<file path="src/logic/conv_cfg_pkg.sv">
package conv_cfg_pkg;

    // Picture geometry kept small for short simulation runs
    localparam int PIC_SIZE    = 12;         // Width and height of the input picture
    localparam int KERNEL_SIZE = 5;          // Side of the square kernel
    localparam int PAD         = 2;          // Zero border on every side
    localparam int BUF_WIDTH   = PIC_SIZE + 2 * PAD; // One padded row in the line buffer
    localparam int KERNEL_TAPS = KERNEL_SIZE * KERNEL_SIZE;

    // Data widths
    localparam int PIXEL_BITS  = 8;
    localparam int WEIGHT_BITS = 8;

    // Full-precision sum of all taps that cannot overflow
    localparam int SUM_BITS    = PIXEL_BITS + WEIGHT_BITS + $clog2(KERNEL_TAPS);

    // Output side
    localparam int RESULT_BITS = 8;
    localparam int RESULT_MAX  = 127;        // Saturation ceiling of a result

endpackage

</file>
<file path="src/logic/conv_types_pkg.sv">
package conv_types_pkg;

    import conv_cfg_pkg::*;

    typedef logic [PIXEL_BITS-1:0]  pixel_t;
    typedef logic [WEIGHT_BITS-1:0] weight_t;

    // Tap index is row * KERNEL_SIZE + column
    typedef logic [KERNEL_TAPS-1:0][PIXEL_BITS-1:0]  window_t;
    typedef logic [KERNEL_TAPS-1:0][WEIGHT_BITS-1:0] kernel_t; // Same tap order as window_t

    typedef logic [SUM_BITS-1:0]    sum_t;    // Unsaturated PE output
    typedef logic [RESULT_BITS-1:0] result_t; // Clamped result

    typedef logic [$clog2(PIC_SIZE)-1:0]            col_t;  // Column (also used for rows)
    typedef logic [$clog2(PIC_SIZE*PIC_SIZE)-1:0]   addr_t; // Raster address of a result

endpackage

</file>
<file path="src/logic/conv_weight_buffer.sv">
`timescale 1ns/1ps

module conv_weight_buffer (
    input  logic                    clk,
    input  logic                    rst_n,
    input  logic                    weight_clear,
    input  conv_types_pkg::weight_t weight_data,
    input  logic                    weight_data_valid,
    output conv_types_pkg::kernel_t kernel,
    output logic                    weights_full
);

    import conv_cfg_pkg::*;

    logic [$clog2(KERNEL_TAPS+1)-1:0] tap_cnt; // Next tap to write which stops at 25

    assign weights_full = (tap_cnt == KERNEL_TAPS);

    always_ff @(posedge clk or negedge rst_n) begin
        if (!rst_n) begin
            tap_cnt <= '0;
        end else if (weight_clear) begin
            tap_cnt <= '0;                               // New kernel expected
        end else if (weight_data_valid && !weights_full) begin
            tap_cnt <= tap_cnt + 1'b1;
        end
    end

    // Weights kept in arrival order
    always_ff @(posedge clk) begin
        if (!weight_clear && weight_data_valid && !weights_full) begin
            kernel[tap_cnt] <= weight_data;
        end
    end

endmodule

</file>
<file path="config.mk">
export PLATFORM = sky130hd
export DESIGN_NAME = conv_weight_buffer
export DESIGN_NICKNAME = d
export VERILOG_FILES = /design/src/logic/conv_cfg_pkg.sv /design/src/logic/conv_types_pkg.sv /design/src/logic/conv_weight_buffer.sv
export SDC_FILE = /design/constraint.sdc
export NUM_CORES = 1
export LEC_CHECK = 0
export BUFFER_PORTS_ARGS = -buffer_cell sky130_fd_sc_hd__buf_2
export CAP_MARGIN = 20
export CORE_MARGIN = 5
export CORE_UTILIZATION = 36
export DETAILED_ROUTE_END_ITERATION = 8
export PLACE_DENSITY = 0.67
export SLEW_MARGIN = 30
export SYNTH_ARGS = -nofsm -noshare
export SYNTH_HDL_FRONTEND = slang
export SYNTH_SLANG_ARGS = --single-unit
</file>
<file path="constraint.sdc">
create_clock -name clk -period 2.65 [get_ports clk]
set_clock_uncertainty 0.15 [all_clocks]
set_input_delay 0.265 -clock clk [delete_from_list [all_inputs] [get_ports clk]]
set_output_delay 0.265 -clock clk [all_outputs]
set_load 0.02 [all_outputs]
</file>
Word level (Yosys, flattened, before mapping)
Index checks and enable logic that the tools add are counted.
{ "totals": {"regBits": 205, "in_bits": 12, "out_inout_bits": 201} }
{ "classes": {"addsub": 1, "magnitude_cmp": 2, "n_eq_ne": 1, "mux": 5, "n_reduce_logical": 7} }
{ "op_table": {"columns": ["cell", "count"], "rows": [
  ["bitwise mux 200 bit", 1],
  ["demux 8 bit (select 5 bit)", 1],
  ["2-to-1 mux 5 bit", 2],
  ["2-to-1 mux 8 bit", 1],
  ["less-than comparator 5 x 6 -> 1 bit (second input constant)", 1],
  ["adder 5 x 1 -> 5 bit (second input constant)", 1],
  ["equality test 5 bit (second input constant)", 1],
  ["greater-or-equal comparator 5 x 1 -> 1 bit (second input constant)", 1],
  ["logical AND 1 bit", 4],
  ["logical NOT 1 bit", 2],
  ["nonzero test 2 bit", 1]
]} }

Longest topological paths before layout
Gate-level depths: netlist of run 1.
{ "depth": {"word_depth": 5, "depth_mapped": 5} }

Worst setup path after synthesis of run 1
OpenSTA, ideal clock, no wires.
{ "synth_timing": {"kind": "register to register", "startpoint": "register tap_cnt[1]", "endpoint": "register kernel[100] (netlist name) (enable)", "arrival_time_ns": 1.397, "required_ns": 2.130, "path_slack_ns": 0.732, "stages_incl_launch_ff": 6, "n_path_buf": 0, "period_less_slack_ns": 1.918, "cell_sequence": "dfrtp_1 -> inv_1 -> ha_1 -> nand4b_4 -> nand3_1 -> nor2_1"} }
{ "synth_via": {"elab_chain_len": 3} }
{ "synth_rtl": {"columns": ["item", "line_no", "rtl"], "rows": [
  ["from (decl)", "conv_weight_buffer.sv:15", "logic [$clog2(KERNEL_TAPS+1)-1:0] tap_cnt;"],
  ["from (signal assigned)", "conv_weight_buffer.sv:25", "tap_cnt <= tap_cnt + 1'b1;"],
  ["equality test 5 bit", "conv_weight_buffer.sv:17", "assign weights_full = (tap_cnt == KERNEL_TAPS);"],
  ["logical NOT 1 bit", "conv_weight_buffer.sv:31", "if (!weight_clear && weight_data_valid && !weights_full) begin"],
  ["logical AND 1 bit", "conv_weight_buffer.sv:31", null],
  ["to (signal, indexed assignment)", "conv_weight_buffer.sv:32", "kernel[tap_cnt] <= weight_data;"],
  ["to (decl)", "conv_weight_buffer.sv:9", "output conv_types_pkg::kernel_t kernel,"]
]} }
No other way between the ends.
A chain may end at the register's enable or synchronous reset.

Worst setup path after layout of run 1
{ "layout_timing": {"startpoint": "register tap_cnt[1]", "endpoint": "register kernel[160] (netlist name) (enable)"} }
The elaborated chain is that of the path after synthesis.

==> results of run 1 <==
==> layer usage <==
metal | track usage | wire length (um) | vias up
li1 | - | - | 1575
met1 | 0.188 | 6410 | 1766
met2 | 0.249 | 7750 | 197
met3 | 0.0351 | 1470 | 33
met4 | 0.0398 | 330 | 0
met5 | 0 | 0 | -
==> cells in the final DEF (no fill, tap or decap), types with 3 or more instances in the layout <==
master         count
buf_2            212
nor2_1            28
clkinv_1           4
ha_1               4
inv_1              3
dlygate4sd3_1      4
clkbuf_1           4
or3b_1             3
dfrtp_1            5
nand3b_1           3
clkbuf_16         21
buf_4             25
nand3_1            6
edfxtp_1         200
nand2_1            3
==> per-stage QoR <==
| stage | hold slack [ps] | power (mW) | cell area, um2 |
|---|---|---|---|
| final | 194 | 6.50 | 8720 |
| after global routing | 190 | 6.71 | 8720 |
| after CTS | 175 | 6.57 | 8720 |
| after detailed placement | -60.3 | 3.78 | 8020 |
| after global placement | -67.2 | 3.77 | 8020 |
| after floorplan | -181 | 3.68 | 6520 |
==> state kept, by name, summed over array words and instances (netlist names) <==
register	cells
kernel	200
tap_cnt	5
==> worst max path at each step <==
stage / from / to / slack, ps / depth (start not counted)
after floorplan: tap_cnt[1]$_DFFE_PN0P_ / kernel[100]$_DFFE_PP_ / 730 / 5
after global placement: tap_cnt[1]$_DFFE_PN0P_ / kernel[129]$_DFFE_PP_ / 530 / 6
after detailed placement: tap_cnt[1]$_DFFE_PN0P_ / kernel[161]$_DFFE_PP_ / 480 / 6
after CTS: tap_cnt[1]$_DFFE_PN0P_ / kernel[192]$_DFFE_PP_ / 460 / 6
after global routing: tap_cnt[1]$_DFFE_PN0P_ / kernel[167]$_DFFE_PP_ / 340 / 6
final: tap_cnt[1]$_DFFE_PN0P_ / kernel[160]$_DFFE_PP_ / 490 / 6
==> power groups by stage <==
stage / Combinational (mW) / Clock (mW) / Sequential [mW]
6_report: 0.130 / 2.79 / 3.58
5_1_grt: 0.141 / 2.99 / 3.58
4_1_cts: 0.135 / 2.86 / 3.58
3_5_place_dp: 0.130 / 0 / 3.65
3_3_place_gp: 0.127 / 0 / 3.65
2_1_floorplan: 0.0210 / 0 / 3.66
==> cell families (layout without fill, tap and decap cells) <==
group                    after synthesis  after routing  share of synthesized area
adder cells (fa/ha/maj)                4              4                    0.00767
flip-flops                           205            205                      0.940
AND/OR/NAND/NOR                       48             48                     0.0376
buffers and inverters                  7            280                    0.00671
AO/OA/AOI/OAI                          5              5                    0.00518
XOR/XNOR                               2              2                    0.00269
==> layout make-up <==
| class | instances | share of cell area |
|---|---|---|
| flip-flops and latches | 205 | 0.703 |
| repair buffers | 241 | 0.148 |
| clock buffers | 27 | 0.0651 |
| multi-input cells | 59 | 0.0397 |
| well taps | 229 | 0.0328 |
| clock inverters | 9 | 0.0106 |
| inverters | 3 | 0.00129 |
==> what timing repair did <==
action	4_1_cts	5_1_grt
gates resized for setup	0	0
hold buffers	4	0
hold endpoints to repair	10	0
==> flow_metrics.py, run 1 <==
metrics = {
    "run_status": {
        "status": "finished clean",
    },
    "cells_and_area": {
        "antenna_cells": 0,
        "syn_to_final_growth_pct": 33.8,
        "instances_no_fill": 773,
        "utilization": 0.487,
        "fill_cells": 1499,
        "drive_gt1_frac": 0.491,
        "final_nets": 546,
        "multi_input_area_um2": 347,
        "register_area_mm2": 0.00613,
    },
    "floorplan": {
        "die_area_mm2": 0.0209,
        "initial_core_util": 0.364,
        "core_area_mm2": 0.0179,
        "rows": 49,
        "die_x_um": 145,
        "boundaryPins": 213,
        "die_y_um": 145,
    },
    "global_route": {
        "grt_first_pass_wirelength_mm": 22.3,
        "grt_pass1_vias": 3663,
        "antenna_found_initial": 0,
        "grt_start_max_net_pins": 26,
        "overflow": 0,
        "grt_usage": 0.146,
    },
    "setup_path": {
        "critPathMaxFanout": 9,
        "slowest_delay_ps": 410,
        "crit_family": "simple AND/OR/NAND/NOR gates",
        "reg2reg_depth": 6,
        "crit_required_ps": 2690,
        "crit_chain": "inv_1 -> ha_1 -> nand4b_4 -> nand3_1 -> nor2_1 -> buf_4",
        "start_kind": "flip-flop",
        "ff2ff_setup_slack_ps": 490,
        "worst-path-buf-inv": 2,
        "r2r-start": "tap_cnt[1]$_DFFE_PN0P_",
        "endpoint_kind": "flip-flop",
        "r2r_end": "kernel[160]$_DFFE_PP_",
        "cp_slowest_cell": "nand3_1",
        "critPathArrivalTime_ps": 2200,
        "crit_type": "reg2reg",
    },
    "worst_hold_path": {
        "hold_path_class": "in2reg",
        "hold_end": "kernel[63]$_DFFE_PP_",
        "min_path_cells": 1,
        "hp-start": "weight_data[7]",
    },
    "run": {
        "drv_cap": 0,
    },
    "clocking": {
        "clkTransAtPathRegs_ps": 60,
        "clock-root-buffer": "clkbuf_16",
        "htree_levels": 1,
        "clock-sinks": 205,
        "cts_buffer_depth": 3,
        "cts_made_buffers": 20,
        "cts_tree": "built",
        "insertion_delay_ps": 470,
        "post_cts_buffers": 0,
    },
    "synth": {
        "yosysUniqueCellTypes": 20,
        "synth.area.top_cells": "edfxtp_1, dfrtp_1, nor2_1",
        "yosysMostFrequentCell": "edfxtp_1",
        "syn_area_per_cell_um2": 24.1,
        "synth-seq-area-share": 0.940,
        "synth-edff-count": 200,
        "ys.flop_type": "edfxtp_1",
        "synth_common_cells": "edfxtp_1, nor2_1, nand3_1, dfrtp_1, ha_1",
        "ys_seq_elements": 205,
        "yosys_warnings": 0,
        "synthesis.area_mm2": 0.00652,
        "syn-num-nets": 287,
        "syn_inst": 271,
        "synth_top_cell_by_area": "edfxtp_1",
        "ys_async_sr_fraction": 0.0244,
        "synth.top_cell.area_share": 0.921,
    },
    "timing": {
        "setup_viol": 0,
        "finalWorstSetupSlack_ps": 488,
        "finalSetupTns_ps": 0,
        "finalMaxSlewViolations": 0,
        "finalCriticalPeriod_ps": 2160,
        "tightest_slew_ps": 654,
        "hold_viol": 0,
        "max_clock_freq_mhz": 463,
        "rsz0062_at_grt": "no",
        "max_slew_margin": 0.564,
        "period_share": 0.816,
    },
    "drt": {
        "antenna_left": 0,
        "routedWlPerCell_um": 20.6,
        "routed_wl_mm": 16.0,
        "drc": 0,
        "vias": 3571,
        "firstDrtPassIters": 4,
        "drt_iter0_drc": 233,
        "viasPerCell": 4.62,
    },
    "power": {
        "leakagePower_nw": 3.33,
        "seqPwrFrac": 0.551,
        "p_switching_mw": 1.21,
        "pwr-share-comb": 0.020,
        "internal-power_mw": 5.29,
        "clkPwrFrac": 0.429,
        "vdd.ir_drop.worst_mv": 0.662,
        "powerDensity_mw_per_mm2": 745,
        "switching_share": 0.186,
    },
    "placed_design": {
        "dp_slack_ps": 477,
        "hpwl_mm": 10.2,
        "io_buffers": 212,
        "gp_congestion": 0.782,
        "place_inst": 733,
    },
}
No activity file was read; power rests on OpenSTA's default activity.
==> inputs of run 2 (changes only) <==
PLACE_DENSITY = 0.69   (was 0.67)
clock period = 1.85 ns   (was 2.65 ns; I/O delays follow)
==> run 2 against run 1 <==
  * The flow now finishes with violations (setup timing)
  * Register-to-register slack worse by 450 ps
  * Power is 39% higher
  * Sequential power up 43%
  * Setup slack lost 520 ps
  * Critical path depth did not move
  * Combinational power grew 60%
  * Clock power increased by 34%
  * Non-clock buffer count rose by 11
  * Final area grew 1.4%
  * First-iteration DRC count shrank 15%
  * Die area unchanged
==> flow_metrics.py, run 2 (same netlist as run 1, synthesis figures left out) <==
metrics = {
    "run_status": {
        "status": "finished with violations",
        "violations": "setup timing",
    },
    "timing": {
        "period_share": 1.02,
        "max_clock_freq_mhz": 530,
        "finalMaxSlewViolations": 0,
        "finalCriticalPeriod_ps": 1890,
        "setup_viol": 1,
        "finalSetupTns_ps": -36.6,
        "max_slew_margin": 0.572,
        "finalWorstSetupSlack_ps": -36.6,
        "tightest_slew_ps": 643,
        "worst_hold_slack_ps": 101,
        "hold_viol": 0,
        "rsz0062_at_grt": "yes",
    },
    "cells_and_area": {
        "syn_to_final_growth_pct": 35.7,
        "fin_area_mm2": 0.00885,
        "fill_cells": 1493,
        "layout_commonest_cell": "buf_2",
        "drive_gt1_frac": 0.540,
        "antenna_cells": 0,
        "largest_reg_flops": 200,
        "regMostFlops": "kernel",
        "final_nets": 558,
        "layout_common_cells": "buf_2, edfxtp_1, buf_4",
        "top_regs": "kernel: 200 flops, tap_cnt: 5 flops",
        "instances_no_fill": 785,
    },
    "setup_path": {
        "start_kind": "flip-flop",
        "crit_required_ps": 1510,
        "endpoint_kind": "output pin",
        "critPathMaxFanout": 4,
        "critPathArrivalTime_ps": 1550,
        "crit_type": "reg2out",
    },
    "drt": {
        "firstDrtPassIters": 4,
        "viasPerCell": 4.54,
        "antenna_left": 0,
        "routedWlPerCell_um": 20.5,
        "drc": 0,
        "drt_iter0_drc": 198,
        "vias": 3565,
        "routed_wl_mm": 16.1,
    },
    "clocking": {
        "clock-root-buffer": "clkbuf_16",
        "cts_buffer_depth": 3,
        "cts_made_buffers": 21,
        "cts_tree": "built",
        "htree_levels": 1,
        "insertion_delay_ps": 480,
        "clkTransAtPathRegs_ps": 60,
        "clock-sinks": 205,
    },
    "worst_hold_path": {
        "hold_path_class": "in2reg",
    },
    "power": {
        "vdd.ir_drop.worst_mv": 0.751,
        "leakagePower_nw": 3.36,
        "powerDensity_mw_per_mm2": 1020,
    },
    "floorplan": {
        "boundaryPins": 213,
        "die_y_um": 145,
        "core_area_mm2": 0.0179,
        "initial_core_util": 0.364,
        "die_x_um": 145,
        "die_area_mm2": 0.0209,
        "rows": 49,
    },
    "placed_design": {
        "io_buffers": 212,
        "gp_congestion": 0.732,
        "dp_slack_ps": -282,
        "placed_area_mm2": 0.00808,
        "place_inst": 738,
        "hpwl_mm": 10.3,
    },
    "global_route": {
        "antenna_found_initial": 0,
        "grt_usage": 0.147,
        "grt_start_max_net_pins": 26,
        "overflow": 0,
        "grt_pass1_vias": 3752,
        "grt_first_pass_wirelength_mm": 22.7,
    },
    "run": {
        "drv_cap": 0,
    },
}
## run 2: cell types whose count changed in the layout (fill, tap and decap cells not counted), sizes merged
cell and delta:
clkbuf -3, clkinv +3, inv +2, clkinvlp +1, buf +11, bufinv -2
## run 2: area by class of cell
type | count | area [um2] | area share
Sequential cell | 205 | 6140 | 0.694
Timing Repair Buffer | 252 | 1400 | 0.158
Clock buffer | 24 | 537 | 0.0607
Multi-Input combinational cell | 59 | 400 | 0.0453
Tap cell | 229 | 287 | 0.0324
Clock inverter | 13 | 78.8 | 0.00891
Inverter | 3 | 11.3 | 0.00127
## run 2: worst max-delay path: stages (launching register included)
cell and delay [ps]:
dfrtp_1 400, inv_2 90, ha_4 140, nand4b_4 140, buf_6 150, inv_2 40
buf_6 110
## run 2: repair_timing
item                                    CTS  global route
pin swaps                                 0             2
setup buffers                             3             3
endpoints found under the setup margin  153           152
hold endpoints to repair                 10             0
gates resized for setup                  11            11
hold buffers                              4             0
## run 2: report_power, final
part           switching, mW  internal [mW]  total, mW
Combinational          0.159         0.0488      0.208
Sequential           0.00813           5.12       5.12
Clock                   1.63           2.10       3.73
## run 2: worst paths after layout
path	slack (ps)	endpoint	cells past startpoint	from
worst max-delay path	-40	weights_full	6	tap_cnt[1]$_DFFE_PN0P_
worst min-delay path	100	kernel[95]$_DFFE_PP_	1	weight_data[7]
worst max register to register	40	kernel[159]$_DFFE_PP_	6	tap_cnt[0]$_DFFE_PN0P_
worst min register to register	490	tap_cnt[2]$_DFFE_PN0P_	2	tap_cnt[2]$_DFFE_PN0P_
max in group asynchronous	840	tap_cnt[0]$_DFFE_PN0P_	3	rst_n
min in group asynchronous	500	tap_cnt[3]$_DFFE_PN0P_	3	rst_n
## run 2: stage by stage
step | power (mW) | utilization
finish | 9.06 | 0.494
detailed placement | 5.41 | 0.451
global route | 9.38 | 0.494
floorplan | 5.27 | -
global placement | 5.40 | 0.451
CTS | 9.17 | 0.491
## run 2: layer usage
layer / share of wire / vias to the layer above / track usage
li1: - / 1599 / -
met1: 0.40 / 1771 / 0.185
met2: 0.49 / 159 / 0.251
met3: 0.086 / 36 / 0.0324
met4: 0.026 / 0 / 0.0535
met5: 0 / - / 0
==> inputs of run 3 (changes only) <==
ABC_AREA = 1   (was not set)
==> run 3 against run 2 <==
  * The run now ends clean
  * Final area rose by 4.9%
  * Synthesized cell count rose by 6.3%
  * Utilization increased by 2.2 points
  * Setup slack better by 82 ps
  * First-iteration DRC count is 14% lower
  * Sequential share of layout area is 3.3 points lower
  * Via count up 3.1%
  * Critical path depth unchanged
  * Non-clock buffer count rose by 12
  * Critical endpoint unchanged
  * Largest power group unchanged
==> flow_metrics.py, run 3 <==
metrics = {
    "setup_path": {
        "endpoint_kind": "output pin",
        "crit_chain": "inv_2 -> ha_4 -> nand4_4 -> buf_6 -> inv_4 -> buf_6",
        "start_kind": "flip-flop",
        "critPathArrivalTime_ps": 1470,
        "worst-path-buf-inv": 4,
        "crit_family": "flip-flops",
        "crit_required_ps": 1510,
        "slowest_delay_ps": 390,
        "critPathMaxFanout": 2,
        "cp_common_cell": "buf_6",
        "cp_slowest_cell": "dfrtp_1",
        "crit_type": "reg2out",
    },
    "cells_and_area": {
        "layout_common_cells": "buf_2, edfxtp_1, buf_4",
        "register_area_mm2": 0.00613,
        "syn_to_final_growth_pct": 41.5,
        "top_regs": "kernel: 200 flops, tap_cnt: 5 flops",
        "regMostFlops": "kernel",
        "final_nets": 587,
        "antenna_cells": 0,
        "fill_cells": 1466,
        "largest_reg_flops": 200,
        "utilization": 0.517,
        "drive_gt1_frac": 0.556,
        "multi_input_area_um2": 526,
        "layout_commonest_cell": "buf_2",
    },
    "synth": {
        "syn_area_per_cell_um2": 22.8,
        "synthesis.area_mm2": 0.00656,
        "yosys_warnings": 0,
        "syn-num-nets": 304,
        "synth-edff-count": 200,
        "synth.top_cell.area_share": 0.916,
        "syn_inst": 288,
        "synth_top_cell_by_area": "edfxtp_1",
        "ys_seq_elements": 205,
        "yosysMostFrequentCell": "edfxtp_1",
        "synth-seq-area-share": 0.935,
        "synth.area.top_cells": "edfxtp_1, dfrtp_1, nor3_1",
        "yosysUniqueCellTypes": 18,
        "ys.flop_type": "edfxtp_1",
        "synth_common_cells": "edfxtp_1, nand2_1, nor3_1, nand3_1",
        "ys_async_sr_fraction": 0.0244,
    },
    "timing": {
        "max_clock_freq_mhz": 554,
        "period_share": 0.975,
        "worst_hold_slack_ps": 91.0,
        "hold_viol": 0,
        "setup_viol": 0,
        "tightest_slew_ps": 669,
        "finalMaxSlewViolations": 0,
        "max_slew_margin": 0.554,
        "finalWorstSetupSlack_ps": 45.6,
        "rsz0062_at_grt": "yes",
        "finalCriticalPeriod_ps": 1800,
        "finalSetupTns_ps": 0,
    },
    "floorplan": {
        "initial_core_util": 0.365,
        "core_area_mm2": 0.0180,
        "boundaryPins": 213,
        "rows": 49,
        "die_area_mm2": 0.0210,
        "die_x_um": 145,
        "die_y_um": 145,
    },
    "global_route": {
        "antenna_found_initial": 0,
        "grt_start_max_net_pins": 26,
        "overflow": 0,
        "grt_first_pass_wirelength_mm": 23.7,
        "grt_usage": 0.145,
        "grt_pass1_vias": 3880,
    },
    "drt": {
        "routed_wl_mm": 15.8,
        "routedWlPerCell_um": 19.4,
        "vias": 3676,
        "antenna_left": 0,
        "drc": 0,
        "viasPerCell": 4.53,
        "drt_iter0_drc": 170,
        "firstDrtPassIters": 4,
    },
    "run": {
        "drv_cap": 0,
    },
    "power": {
        "power_mw": 9.35,
        "vdd.ir_drop.worst_mv": 0.551,
        "powerDensity_mw_per_mm2": 1010,
        "leakagePower_nw": 3.58,
    },
    "clocking": {
        "cts_buffer_depth": 3,
        "clock-sinks": 205,
        "htree_levels": 1,
        "insertion_delay_ps": 480,
        "cts_tree": "built",
        "clock-root-buffer": "clkbuf_16",
        "clkTransAtPathRegs_ps": 60,
        "cts_made_buffers": 21,
    },
    "placed_design": {
        "hpwl_mm": 10.5,
        "io_buffers": 212,
        "dp_slack_ps": -49.5,
        "gp_congestion": 0.859,
    },
    "run_status": {
        "status": "finished clean",
    },
    "worst_hold_path": {
        "hold_path_class": "in2reg",
    },
}
run 3: cell count changes after synthesis, moves of 2 or more:
cell      change
a21o_1        -2
nand3_1       +4
inv_1         +6
or3b_1        -3
nand2_1      +17
nand3b_1      -3
inv_4         +2
nor2_1       -19
xor2_1        -2
nor3_1       +18
a21oi_1       -2
run 3: final timing paths:
check | from | endpoint | slack [ps] | cells after the start
setup / recovery | tap_cnt[1]$_DFFE_PN0P_ | weights_full | 50 | 6
hold / removal | weight_data[3] | kernel[139]$_DFFE_PP_ | 90 | 1
setup reg to reg | tap_cnt[0]$_DFFE_PN0P_ | kernel[144]$_DFFE_PP_ | 60 | 6
hold reg to reg | tap_cnt[0]$_DFFE_PN0P_ | tap_cnt[0]$_DFFE_PN0P_ | 470 | 2
max in group asynchronous | rst_n | tap_cnt[0]$_DFFE_PN0P_ | 820 | 3
min in group asynchronous | rst_n | tap_cnt[1]$_DFFE_PN0P_ | 500 | 3
run 3: repair_timing:
| item | in CTS | in global routing |
|---|---|---|
| endpoints found under the setup margin | 57 | 129 |
| pin swaps | 3 | 4 |
| gates resized for setup | 9 | 11 |
| hold buffers | 4 | 0 |
| endpoints found under the hold margin | 10 | 0 |
| setup buffers | 3 | 7 |
run 3: layer usage:
| layer | vias to the layer above | global-route usage | part of all wire |
|---|---|---|---|
| met5 | - | 0 | 0 |
| met1 | 1808 | 0.180 | 0.40 |
| met2 | 157 | 0.246 | 0.49 |
| li1 | 1677 | - | - |
| met3 | 34 | 0.0396 | 0.073 |
| met4 | 0 | 0.0494 | 0.030 |
run 3: cell type report:
class / instances / area share
multi-input combinational: 67 / 0.0566
timing repair buffer: 264 / 0.175
clock buffer: 25 / 0.0582
tap: 229 / 0.0309
inverter: 12 / 0.00647
sequential: 205 / 0.661
clock inverter: 10 / 0.0120
run 3: where the power goes:
part	leakage, nW	switching, mW	internal (mW)
sequential	1.87	0.0100	5.12
combinational	1.40	0.198	0.0793
clock	0.314	1.58	2.37
run 3: per-stage QoR:
stage / instance area [um2] / instances
2_1_floorplan: 6710 / 288
3_3_place_gp: 8400 / 763
3_5_place_dp: 8400 / 763
4_1_cts: 9160 / 805
5_1_grt: 9280 / 812
6_report: 9280 / 812
run 3: logic make-up after synthesis:
kind of cell / synth area share
flops: 0.935
buf+inv: 0.0130
fa+ha+maj: 0.00763
simple gates: 0.0437
compound gates: 0.000762
run 3: worst reg2reg max path, delay by kind of cell (launching register included):
family,cells,cell delay [ps]
flops,1,450
buf+inv,4,500
fa+ha+maj,1,190
simple gates,1,210
