File: src/logic/conv_cfg_pkg.sv
package conv_cfg_pkg;

    // Picture geometry kept small for short simulation runs
    localparam int PIC_SIZE    = 12;         // Width and height of the input picture
    localparam int KERNEL_SIZE = 5;          // Side of the square kernel
    localparam int PAD         = 2;          // Zero border on every side
    localparam int BUF_WIDTH   = PIC_SIZE + 2 * PAD; // One padded row in the line buffer
    localparam int KERNEL_TAPS = KERNEL_SIZE * KERNEL_SIZE;

    // Data widths
    localparam int PIXEL_BITS  = 8;
    localparam int WEIGHT_BITS = 8;

    // Full-precision sum of all taps that cannot overflow
    localparam int SUM_BITS    = PIXEL_BITS + WEIGHT_BITS + $clog2(KERNEL_TAPS);

    // Output side
    localparam int RESULT_BITS = 8;
    localparam int RESULT_MAX  = 127;        // Saturation ceiling of a result

endpackage

File: src/logic/conv_types_pkg.sv
package conv_types_pkg;

    import conv_cfg_pkg::*;

    typedef logic [PIXEL_BITS-1:0]  pixel_t;
    typedef logic [WEIGHT_BITS-1:0] weight_t;

    // Tap index is row * KERNEL_SIZE + column
    typedef logic [KERNEL_TAPS-1:0][PIXEL_BITS-1:0]  window_t;
    typedef logic [KERNEL_TAPS-1:0][WEIGHT_BITS-1:0] kernel_t; // Same tap order as window_t

    typedef logic [SUM_BITS-1:0]    sum_t;    // Unsaturated PE output
    typedef logic [RESULT_BITS-1:0] result_t; // Clamped result

    typedef logic [$clog2(PIC_SIZE)-1:0]            col_t;  // Column (also used for rows)
    typedef logic [$clog2(PIC_SIZE*PIC_SIZE)-1:0]   addr_t; // Raster address of a result

endpackage

File: src/logic/conv_line_if.sv
`timescale 1ns/1ps

interface conv_line_if;

    logic                line_start;   // Clear buffer and fetch the first three rows
    logic                line_advance; // Shift all rows up by one
    logic                line_load;    // With line_advance, a real row follows
    logic                line_ready;   // No fill pending
    conv_types_pkg::col_t win_col;     // Leftmost column of the window

    // Control side
    modport sequencer (
        output line_start,
        output line_advance,
        output line_load,
        output win_col,
        input  line_ready
    );

    // Storage side
    modport buffer (
        input  line_start,
        input  line_advance,
        input  line_load,
        input  win_col,
        output line_ready
    );

endinterface

File: src/logic/conv_sequencer.sv
`timescale 1ns/1ps

module conv_sequencer (
    input  logic     clk,
    input  logic     rst_n,
    input  logic     conv_start,
    input  logic     weights_full,
    input  logic     sum_valid,    // PE output valid
    conv_line_if.sequencer line,
    output logic     weight_clear,
    output logic     win_valid,
    output logic     conv_finish
);

    import conv_cfg_pkg::*;
    import conv_types_pkg::*;

    typedef enum logic [1:0] {
        S_IDLE,
        S_LOAD,   // Waiting for kernel and rows
        S_COMP    // Sweeping a row and then draining the PE
    } state_t;

    state_t state;
    col_t   win_col;   // Current window column
    col_t   row_cnt;   // Output row being produced
    logic   row_done;  // Row swept and PE empty
    logic   last_row;

    // Sweep over once win_valid dropped and the last sum has left the PE
    assign row_done = (state == S_COMP) && !win_valid && !sum_valid;
    assign last_row = (row_cnt == col_t'(PIC_SIZE - 1));

    always_comb begin
        weight_clear      = (state == S_IDLE) && conv_start; // Start only taken when idle
        line.line_start   = weight_clear;
        line.line_advance = row_done && !last_row;
        // Bottom row of the next window is picture row row_cnt + 3
        line.line_load    = (int'(row_cnt) < PIC_SIZE - 3);
        line.win_col      = win_col;
        conv_finish       = row_done && last_row; // Cycle right after the last result
    end

    always_ff @(posedge clk or negedge rst_n) begin
        if (!rst_n) begin
            state     <= S_IDLE;
            win_col   <= '0;
            row_cnt   <= '0;
            win_valid <= 1'b0;
        end else begin
            case (state)
                S_IDLE: begin
                    if (conv_start) begin
                        state   <= S_LOAD;
                        row_cnt <= '0;
                    end
                end
                S_LOAD: begin
                    // Both flags are checked a cycle after the clear so stale ones cannot pass
                    if (weights_full && line.line_ready) begin
                        state     <= S_COMP;
                        win_valid <= 1'b1;
                        win_col   <= '0;
                    end
                end
                S_COMP: begin
                    if (win_valid) begin
                        if (win_col == col_t'(PIC_SIZE - 1)) begin
                            win_valid <= 1'b0;       // Last window of the row issued
                            win_col   <= '0;
                        end else begin
                            win_col <= win_col + 1'b1;
                        end
                    end else if (!sum_valid) begin
                        if (last_row) begin
                            state <= S_IDLE;         // Finish pulse goes out this cycle
                        end else begin
                            row_cnt <= row_cnt + 1'b1;
                            state   <= S_LOAD;       // Wait for the new bottom row
                        end
                    end
                end
                default: begin
                    state <= S_IDLE;
                end
            endcase
        end
    end

endmodule

File: src/flat_wrapper.sv
// flat-port wrapper written by rule: the top's interface ports become plain ports
module conv_sequencer_flat import conv_cfg_pkg::*; import conv_types_pkg::*;
  (clk, rst_n, conv_start, weights_full, sum_valid, weight_clear, win_valid, conv_finish, line_line_start, line_line_advance, line_line_load, line_win_col, line_line_ready);
  conv_line_if line_i ();
  input  logic clk;
  input  logic rst_n;
  input  logic conv_start;
  input  logic weights_full;
  input  logic sum_valid;
  output logic weight_clear;
  output logic win_valid;
  output logic conv_finish;
  output wire logic [$bits(line_i.line_start)-1:0] line_line_start;
  output wire logic [$bits(line_i.line_advance)-1:0] line_line_advance;
  output wire logic [$bits(line_i.line_load)-1:0] line_line_load;
  output wire logic [$bits(line_i.win_col)-1:0] line_win_col;
  input wire logic [$bits(line_i.line_ready)-1:0] line_line_ready;
  assign line_line_start = line_i.line_start;
  assign line_line_advance = line_i.line_advance;
  assign line_line_load = line_i.line_load;
  assign line_win_col = line_i.win_col;
  assign line_i.line_ready = line_line_ready;
  conv_sequencer u_core (.clk(clk), .rst_n(rst_n), .conv_start(conv_start), .weights_full(weights_full), .sum_valid(sum_valid), .line(line_i), .weight_clear(weight_clear), .win_valid(win_valid), .conv_finish(conv_finish));
endmodule
File: config.mk
export PLATFORM = sky130hd
export DESIGN_NAME = conv_sequencer_flat
export DESIGN_NICKNAME = d
export VERILOG_FILES = /design/src/logic/conv_cfg_pkg.sv /design/src/logic/conv_types_pkg.sv /design/src/logic/conv_line_if.sv /design/src/logic/conv_sequencer.sv /design/src/flat_wrapper.sv
export SDC_FILE = /design/constraint.sdc
export NUM_CORES = 1
export LEC_CHECK = 0
export BUFFER_PORTS_ARGS = -buffer_cell sky130_fd_sc_hd__buf_2
export CORE_MARGIN = 3
export CORE_UTILIZATION = 35
export DETAILED_ROUTE_END_ITERATION = 10
export HOLD_SLACK_MARGIN = 0.12
export MAX_ROUTING_LAYER = met4
export PLACE_DENSITY = 0.64
export SLEW_MARGIN = 25
export SYNTH_ARGS = -nofsm -noshare
export SYNTH_HDL_FRONTEND = slang
export SYNTH_SLANG_ARGS = --single-unit
export TNS_END_PERCENT = 30
File: constraint.sdc
create_clock -name clk -period 1.4 [get_ports clk]
set_clock_uncertainty 0.05 [all_clocks]
set_input_delay 0.07 -clock clk [delete_from_list [all_inputs] [get_ports clk]]
set_output_delay 0.07 -clock clk [all_outputs]
set_load 0.02 [all_outputs]
## Yosys cells after proc, flatten, opt, wreduce, memory -nomap -nowiden

Index checks and enable logic that the tools add are counted.

- Register bits: 11
- Output and inout port bits: 10
- Logic and storage cells: 52

- Add/subtract/negate cells: 2
- Order comparisons: 1
- Equal/unequal tests: 10
- Mux-type cells: 19
- Reduce and logical (&&, ||, !) cells: 16

Operators by type and width:

| operator | count |
|---|---|
| $mux 4 | 7 |
| $pmux 4 s2 | 2 |
| $add 4x1->4 const B | 2 |
| $eq 4x4->1 const B | 2 |
| $mux 2 | 4 |
| $ne 2x2->1 const B | 4 |
| $logic_and 1x1->1 | 6 |
| $pmux 2 s3 | 1 |
| $reduce_and 5->1 | 1 |
| $lt 4x4->1 const B | 1 |
| $mux 1 | 4 |
| $ne 2x1->1 const B | 2 |
| $reduce_and 4->1 | 1 |
| $reduce_bool 2->1 | 2 |
| $logic_not 1->1 | 3 |
| $reduce_and 3->1 | 1 |
| $eq 2x1->1 const B | 1 |
| $eq 2x2->1 const B | 1 |
| $logic_not 2->1 | 1 |
| $pmux 1 s2 | 1 |
| $reduce_and 2->1 | 1 |

## Logic depth before layout (Yosys ltp)

Gate-level depths: netlist of run 1.

- Depth after elaboration: 5
- Gate-level depth with buffers: 6

## Worst setup path after synthesis of run 1

Ideal clock, no wire load.

- Path kind: reg-to-output
- Start point: reg u_core.state[0]
- End point: out conv_finish
- Arrival time: 1.538 ns
- Required time: 1.280 ns
- Slack: -0.258 ns
- Stages on the path, launching flop included: 5
- Cell sequence: dfrtp_1 > inv_1 > ha_1 > nand2b_1 > nor4b_1

- Word-level cells in the longest chain between the ends: 4

RTL lines:

| item | RTL line | RTL |
|---|---|---|
| from (decl) | conv_sequencer.sv:24 | `state_t state;` |
| from (signal assigned) | conv_sequencer.sv:46 | `state <= S_IDLE;` |
| from (signal assigned) | conv_sequencer.sv:54 | `state <= S_LOAD;` |
| from (signal assigned) | conv_sequencer.sv:61 | `state <= S_COMP;` |
| $eq 2x2->1 | conv_sequencer.sv:31 | `assign row_done = (state == S_COMP) && !win_valid && !sum_valid;` |
| $logic_and 1x1->1 (2 in series) | conv_sequencer.sv:31 |  |
| $logic_and 1x1->1 | conv_sequencer.sv:41 | `conv_finish = row_done && last_row;` |
| to (decl) | flat_wrapper.sv:12 | `output logic conv_finish;` |

Every way passes these cells.

## Worst setup path in the final report of run 1

- Start point: reg u_core.state[0]
- End point: reg u_core.row_cnt[0]

- Word-level cells in the longest chain between the ends: 3
- Elaborated cells between the ends (all ways): 9
- Those cells by class: 5 x eq/ne; 1 x mux; 3 x reduce/logical

RTL lines:

| item | RTL line | RTL |
|---|---|---|
| $eq 2x2->1 / $logic_not 2->1 (equally long branches) | conv_sequencer.sv:51 | `case (state)` |
| $ne 2x2->1 (no line) / $reduce_bool 2->1 (equally long branches) | - |  |
| $reduce_and 5->1 (no line) | - |  |
| to (signal assigned) | conv_sequencer.sv:78 | `row_cnt <= row_cnt + 1'b1;` |
| to (decl) | conv_sequencer.sv:26 | `col_t row_cnt;` |

Several ways; a longest one is shown, not always the timed one.
A chain may end at the register's enable or synchronous reset.

==> metrics.yaml, run 1 <==
grt:
  antenna_found_initial: 0
  grt_util_all_layers_pct: 15.5
  gr-total-overflow: 0
  grt_pass1_vias: 730
  grt_max_degree: 12
  grt_pass1_wl_mm: 3.08
setup_path:
  rr_worst_depth: 7
  r2r_end: "u_core.row_cnt[0]"
  path_class: "reg2reg"
  r2r_slack_ns: -0.22
  crit_path_end_kind: "flop"
  worstPathRequired_ns: 1.51
  crit_arrival_ns: 1.73
  regToRegStartpoint: "u_core.state[0]"
  critPathLaunchType: "flop"
  cp_max_fo: 3
pwr:
  p_leak_nw: 0.599
  power_density_nw_per_um2: 1350
  ir_drop_v: 0.000925
  total_power_mw: 1.66
die:
  die_w_um: 52.5
  coreArea_um2: 2000
  rows: 16
  boundaryPins: 16
  die_h_um: 52.5
  initial_utilization_pct: 37.8
  die_area_um2: 2760
logic_synthesis:
  yosys_warnings: 0
  syn_inst: 81
  synth_seq_cells: 11
  synth-async-reset-ratio_pct: 100
  netlist_area_um2: 757
  avgSynthCellArea_um2: 9.35
  synth-edff-count: 0
  synth.distinct_cells: 32
  synth_seq_area_share_pct: 36.4
  synthesis.nets: 95
  yosys_most_used_dff: "dfrtp_1"
route:
  wl_mm: 1.87
  ant_nets: 0
  routedWlPerCell_um: 12.3
  drc_errors: 0
  viasPerCell: 5.01
  drtIter0Drc: 9
  drt-pass1-iter-count: 4
  num_vias: 761
placement:
  hpwl_mm: 1.33
  gp_congestion: 0.810
  portBuffers: 15
  place_area_um2: 987
finish:
  n_antenna_cell: 0
  final_util_pct: 61.3
  seqCellArea_um2: 277
  multiInputGateArea_um2: 562
  final_nets: 140
  area_growth_syn_to_layout_pct: 62.1
  final_cell_mix: "buf_4 (23), buf_2 (12), dfrtp_1 (10)"
  fill_cells: 170
  drive_above_1_share_pct: 51.2
  stdcell_area_um2: 1230
  final_common_cell: "buf_4"
clock_network:
  cts.sinks: 11
  numCtsBuffers: 3
  cts_tree: "done"
  clk_pin_slew_ns: 0.08
  cts-root-buf: "clkbuf_4"
  h-tree-depth: 1
  clk_latency_ns: 0.27
  ctsLongestPathBuffers: 2
sta:
  fin_hold_ws_ns: 0.145
  slew_viol_final: 0
  fmax_mhz: 618
  rsz0062_at_grt: "yes"
  slew_headroom_pct: 81.6
  tns_ns: -1.82
  fin_ws_ns: -0.218
  fin_crit_sh_pct: 116
  hold_viol_final: 0
  worst_pin_slew_ns: 0.277
  setup_viol: 15
  fin_crit_ns: 1.62
run:
  drv_cap: 0
worst_hold_path:
  hold_path_class: "in2async"
run_status:
  status: "finished with violations"
  violations: "setup timing"
[metal layers]
| metal | track usage (%) | vias to the layer above | wire (um) |
|---|---|---|---|
| met5 | - | - | 0 |
| met4 | 6.38 | 0 | 21 |
| met1 | 18.7 | 357 | 820 |
| met2 | 25.6 | 19 | 962 |
| met3 | 2.56 | 4 | 63 |
| li1 | - | 381 | - |
[power breakdown]
| part | internal, mW | switching, mW | leakage (nW) |
|---|---|---|---|
| clock | 0.110 | 0.113 | 0.0150 |
| sequential | 0.363 | 0.0517 | 0.144 |
| combinational | 0.526 | 0.497 | 0.440 |
[how the worst max path moves through the flow]
stage,from,end,slack (ns),depth (start not counted)
after floorplan,u_core.state[1],u_core.row_cnt[0],-0.09,6
final,u_core.state[0],u_core.row_cnt[0],-0.22,7
after global routing,u_core.state[0],u_core.row_cnt[0],-0.29,7
after global placement,u_core.state[1],u_core.row_cnt[0],-0.15,6
after detailed placement,u_core.state[1],u_core.line.win_col[2],-0.22,6
after CTS,u_core.state[0],conv_finish,-0.22,6
[synth_stat cells (2+ instances only)]
| cell | count | area share, % |
|---|---|---|
| and2_1 | 2 | 1.7 |
| a21o_1 | 3 | 3.0 |
| nand2_1 | 7 | 3.5 |
| and3_1 | 2 | 1.7 |
| nor2_1 | 2 | 0.99 |
| o21ai_0 | 6 | 4.0 |
| nor3_1 | 2 | 1.3 |
| o31ai_1 | 2 | 2.0 |
| a31oi_1 | 2 | 1.7 |
| a21oi_1 | 3 | 2.0 |
| ha_1 | 8 | 13 |
| inv_1 | 6 | 3.0 |
| nand2b_1 | 4 | 3.3 |
| nand3b_1 | 3 | 3.0 |
| buf_4 | 2 | 2.0 |
| dfrtp_1 | 11 | 36 |
[repair_timing]
item                                    in CTS  in global routing
hold endpoints to repair                    13                  0
pin swaps                                    9                  4
hold buffers                                 4                  0
resized for setup                           21                 11
setup buffers                                5                  2
endpoints found under the setup margin      16                 16
[logic make-up (layout without fill, tap and decap cells)]
family,after synthesis,in the layout,share of synthesized area (%)
AOI/OAI and AO/OA,23,23,20.8
adders and majority gates,8,8,13.2
buffers and inverters,8,52,4.96
DFF,11,11,36.4
muxes,1,1,1.49
and+or+nand+nor,30,30,23.1
[cell type report]
| type | instances | area share, % |
|---|---|---|
| well taps | 27 | 2.75 |
| multi-input cells | 62 | 45.8 |
| clock buffers | 4 | 2.14 |
| inverters | 6 | 1.83 |
| flip-flops and latches | 11 | 22.5 |
| repair buffers | 42 | 25.0 |
[registers in the layout, summed over array words and instances, names as in the netlist]
signal and flops:
u_core.line.win_col 4, u_core.row_cnt 4, u_core.state 2, u_core.win_valid 1
[worst max-delay path, cell delays in order, from the launching register on]
cell,delay (ns)
dfrtp_1,0.37
inv_2,0.06
buf_4,0.14
ha_4,0.15
or2b_1,0.19
o211ai_1,0.12
a21o_1,0.18
mux2_2,0.25
[metrics by stage]
| step | cells | setup WS, ns |
|---|---|---|
| 2_1_floorplan | 81 | -0.0929 |
| 3_3_place_gp | 138 | -0.146 |
| 3_5_place_dp | 138 | -0.216 |
| 4_1_cts | 151 | -0.221 |
| 5_1_grt | 152 | -0.291 |
| 6_report | 152 | -0.218 |
(Power assumes the default switching activity.)
==> run 2: changes to the inputs <==
--- a/config.mk
+++ b/config.mk
@@ -11,8 +11,7 @@
 export DETAILED_ROUTE_END_ITERATION = 10
 export HOLD_SLACK_MARGIN = 0.12
 export MAX_ROUTING_LAYER = met4
-export PLACE_DENSITY = 0.64
-export SLEW_MARGIN = 25
+export PLACE_DENSITY = 0.59
 export SYNTH_ARGS = -nofsm -noshare
 export SYNTH_HDL_FRONTEND = slang
 export SYNTH_SLANG_ARGS = --single-unit
==> run 2 against run 1 <==
Effect of this change:
- the run still ends with setup timing left
- final cell count up 2.0%
- setup slack better by 0.0026 ns
- hold slack is essentially flat
- sequential power down 5%
==> metrics.yaml, run 2 (synthesized netlist as in run 1, its figures left out) <==
setup_path:
  critPathLaunchType: "flop"
  max_stage_delay_ns: 0.36
  cp_cell_sequence: "inv_2 > buf_6 > ha_4 > or2b_1 > o211ai_1 > a21o_1 > mux2_4"
  path_class: "reg2reg"
  crit_arrival_ns: 1.72
  crit_slowest_cell: "dfrtp_1"
  worst-path-buf-inv: 2
  crit_path_end_kind: "flop"
  cp_max_fo: 3
  cpLargestDelayFamily: "flip-flops"
  worstPathRequired_ns: 1.50
sta:
  worst_pin_slew_ns: 0.258
  setup_viol: 16
  fin_hold_ws_ns: 0.145
  fin_crit_sh_pct: 115
  rsz0062_at_grt: "yes"
  fmax_mhz: 619
  slew_headroom_pct: 82.6
  fin_crit_ns: 1.62
  fin_ws_ns: -0.216
  hold_viol_final: 0
  slew_viol_final: 0
finish:
  seqCellArea_um2: 275
  fill_cells: 188
  final_nets: 143
  final_cell_mix: "buf_4 (25), buf_2 (12), dfrtp_1 (11)"
  multiInputGateArea_um2: 548
  final_util_pct: 61.9
  n_antenna_cell: 0
  reg_top3: "u_core.line.win_col x4, u_core.row_cnt x4, u_core.state x2"
  drive_above_1_share_pct: 50.8
  finalNonFillerCells: 155
  area_growth_syn_to_layout_pct: 63.6
  stdcell_area_um2: 1240
  final_common_cell: "buf_4"
pwr:
  clock_power_share_pct: 13.2
  switching_share_pct: 39.5
  power_density_nw_per_um2: 1330
  p_seq_share_pct: 24.1
  p_int_mw: 0.995
  switching_power_mw: 0.650
  p_leak_nw: 0.605
  ir_drop_v: 0.000794
  p_comb_share_pct: 62.8
placement:
  portBuffers: 15
  gp_congestion: 0.781
  place_inst: 138
  place_area_um2: 987
  hpwl_mm: 1.40
  post-place-ws_ns: -0.178
worst_hold_path:
  hold_path_class: "in2async"
grt:
  gr-total-overflow: 0
  grt_util_all_layers_pct: 16.9
  grt_pass1_wl_mm: 3.24
  grt_pass1_vias: 750
  grt_max_degree: 12
  antenna_found_initial: 0
die:
  die_area_um2: 2760
  coreArea_um2: 2000
  die_w_um: 52.5
  initial_utilization_pct: 37.8
  rows: 16
  die_h_um: 52.5
  boundaryPins: 16
clock_network:
  cts-root-buf: "clkbuf_4"
  cts.sinks: 11
  cts_tree: "done"
  clk_latency_ns: 0.27
  clk_pin_slew_ns: 0.07
  h-tree-depth: 1
  numCtsBuffers: 3
  ctsLongestPathBuffers: 2
route:
  drtIter0Drc: 5
  drc_errors: 0
  ant_nets: 0
  num_vias: 778
  drt-pass1-iter-count: 2
  viasPerCell: 5.02
  wl_mm: 2.04
  routedWlPerCell_um: 13.1
run:
  drv_cap: 0
run_status:
  status: "finished with violations"
  violations: "setup timing"
-- run 2: worst paths after layout --
kind,depth (start not counted),to,start,slack (ns)
max in group asynchronous,2,u_core.state[0],rst_n,0.95
hold reg to reg,2,u_core.line.win_col[1],u_core.line.win_col[1],0.52
hold / removal,2,u_core.row_cnt[1],rst_n,0.15
setup / recovery,7,u_core.row_cnt[0],u_core.state[0],-0.22
min in group clk,3,u_core.row_cnt[2],sum_valid,0.21
setup reg to reg,7,u_core.row_cnt[0],u_core.state[0],-0.22
-- run 2: power groups by stage --
stage               Combinational (mW)  Sequential [mW]  Clock, mW
floorplan                        0.414            0.438          0
global placement                 0.731            0.406          0
detailed placement               0.749            0.408          0
CTS                              0.946            0.394      0.228
global route                      1.13            0.402      0.237
finish                            1.03            0.396      0.217
-- run 2: layout make-up --
type	count	share of cell area, %
Multi-Input combinational cell	62	44.2
Timing Repair Buffer	45	26.9
Sequential cell	11	22.2
Tap cell	27	2.73
Clock buffer	4	2.12
Inverter	6	1.82
-- run 2: metal layers --
metal  wire (um)  vias up  GRT usage (%)
li1            -      387              -
met1         819      379           16.3
met2        1140       10           31.2
met3          60        2           5.13
met4          15        0           6.38
met5           0        -              -
-- run 2: per-stage QoR --
stage | total power, mW | TNS [ns]
after floorplan | 0.852 | -0.332
after global placement | 1.14 | -0.917
after detailed placement | 1.16 | -1.15
after CTS | 1.57 | -1.96
after global routing | 1.77 | -3.44
final | 1.65 | -2.26
-- run 2: what timing repair did --
action / 4_1_cts / 5_1_grt
setup buffers: 6 / 3
setup endpoints to repair: 16 / 16
gates cloned: 0 / 0
hold buffers: 4 / 0
pin swaps: 7 / 6
resized for setup: 21 / 11
endpoints found under the hold margin: 13 / 0
==> run 3: changes to the inputs <==
--- a/config.mk
+++ b/config.mk
@@ -15,4 +15,4 @@
 export SYNTH_ARGS = -nofsm -noshare
 export SYNTH_HDL_FRONTEND = slang
 export SYNTH_SLANG_ARGS = --single-unit
-export TNS_END_PERCENT = 30
+export TNS_END_PERCENT = 10
==> run 3 against run 2 <==
Effect of this change:
- global-route usage rose by 0.62 points
- via count fell by 4.5%
- register-to-register slack about the same
- the run still ends with setup timing left
- critical endpoint unchanged
==> metrics.yaml, run 3 (synthesized netlist as in run 1, its figures left out) <==
worst_hold_path:
  hold_path_class: "in2reg"
  hold_start: "sum_valid"
  hold_end: "u_core.row_cnt[2]"
  worstHoldPathCells: 3
setup_path:
  cp_max_fo: 3
  worst-path-buf-inv: 2
  r2r_slack_ns: -0.21
  r2r_end: "u_core.row_cnt[0]"
  crit_slowest_cell: "dfrtp_1"
  max_stage_delay_ns: 0.37
  crit_path_end_kind: "flop"
  crit_arrival_ns: 1.71
  cpLargestDelayFamily: "flip-flops"
  rr_worst_depth: 7
  path_class: "reg2reg"
  regToRegStartpoint: "u_core.state[0]"
  critPathLaunchType: "flop"
  worstPathRequired_ns: 1.50
  cp_cell_sequence: "inv_2 > buf_6 > ha_4 > or2b_1 > o211ai_1 > a21o_1 > mux2_4"
sta:
  fin_crit_ns: 1.61
  hold_viol_final: 0
  fmax_mhz: 622
  slew_viol_final: 0
  setup_viol: 15
  slew_headroom_pct: 82.1
  tns_ns: -1.58
  rsz0062_at_grt: "yes"
  fin_ws_ns: -0.208
  fin_crit_sh_pct: 115
  worst_pin_slew_ns: 0.269
finish:
  area_growth_syn_to_layout_pct: 64.3
  final_nets: 141
  n_antenna_cell: 0
  final_common_cell: "buf_4"
  final_cell_mix: "buf_4 (25), buf_2 (12), dfrtp_1 (10)"
  stdcell_area_um2: 1240
  finalNonFillerCells: 153
  drive_above_1_share_pct: 52.4
  reg_top3: "u_core.line.win_col x4, u_core.row_cnt x4, u_core.state x2"
die:
  coreArea_um2: 2000
  rows: 16
  die_w_um: 52.5
  initial_utilization_pct: 37.8
  die_h_um: 52.5
  boundaryPins: 16
  die_area_um2: 2760
run:
  drv_cap: 0
grt:
  antenna_found_initial: 0
  grt_util_all_layers_pct: 17.5
  grt_max_degree: 12
  grt_pass1_wl_mm: 3.42
  grt_pass1_vias: 824
  gr-total-overflow: 0
clock_network:
  ctsLongestPathBuffers: 2
  clk_latency_ns: 0.26
  clk_pin_slew_ns: 0.07
  cts-root-buf: "clkbuf_4"
  numCtsBuffers: 3
  cts_tree: "done"
  h-tree-depth: 1
  cts.sinks: 11
route:
  ant_nets: 0
  viasPerCell: 4.86
  wl_mm: 2.10
  num_vias: 743
  routedWlPerCell_um: 13.7
  drtIter0Drc: 5
  drt-pass1-iter-count: 4
  drc_errors: 0
placement:
  gp_congestion: 0.740
  place_area_um2: 992
  portBuffers: 15
  hpwl_mm: 1.41
  post-place-ws_ns: -0.202
  place_inst: 139
pwr:
  p_leak_nw: 0.614
  power_density_nw_per_um2: 1380
  total_power_mw: 1.71
  ir_drop_v: 0.000873
run_status:
  violations: "setup timing"
  status: "finished with violations"
## run 3: worst reg2reg max path: cells and delay by family, from the launching register on
family | cells | cell delay (ns)
muxes | 1 | 0.27
AOI/OAI and AO/OA | 2 | 0.30
adders and majority gates | 1 | 0.14
and+or+nand+nor | 1 | 0.18
DFF | 1 | 0.37
buffers and inverters | 2 | 0.18
## run 3: what timing repair did
item,in CTS,in global routing
hold buffers,4,0
resized for setup,22,13
hold endpoints to repair,13,0
endpoints found under the setup margin,16,16
pin swaps,6,8
setup buffers,6,0
## run 3: where the power goes
part / leakage (nW) / switching (mW) / internal [mW] / total (mW)
Clock: 0.0150 / 0.103 / 0.110 / 0.213
Sequential: 0.144 / 0.0406 / 0.363 / 0.404
Combinational: 0.455 / 0.544 / 0.553 / 1.10
## run 3: worst max path at each step
stage / startpoint / endpoint / slack (ns) / cells past startpoint
floorplan: u_core.state[0] / u_core.row_cnt[0] / -0.13 / 6
global placement: u_core.state[0] / u_core.row_cnt[0] / -0.14 / 6
detailed placement: u_core.state[0] / u_core.row_cnt[0] / -0.20 / 6
CTS: u_core.state[0] / conv_finish / -0.22 / 6
global route: u_core.state[0] / u_core.row_cnt[0] / -0.28 / 7
finish: u_core.state[0] / u_core.row_cnt[0] / -0.21 / 7
## run 3: layer usage
layer / part of all wire [%] / up-vias / global-route usage, %
li1: - / 380 / -
met1: 38 / 349 / 16.6
met2: 57 / 12 / 34.3
met3: 4.0 / 2 / 5.13
met4: 0.38 / 0 / 3.83
met5: 0 / - / -
## run 3: area by class of cell
class	instances	area, um^2
clock buffers	4	26.3
well taps	27	33.8
inverters	6	22.5
fillers	191	758
repair buffers	43	310
multi-input cells	62	574
flip-flops and latches	11	277
## run 3: through the flow
| step | hold slack [ns] | utilization, % |
|---|---|---|
| after floorplan | -0.276 | - |
| after global placement | -0.0877 | 49.6 |
| after detailed placement | -0.0904 | 49.6 |
| after CTS | 0.126 | 59.6 |
| after global routing | 0.135 | 62.1 |
| final | 0.134 | 62.1 |
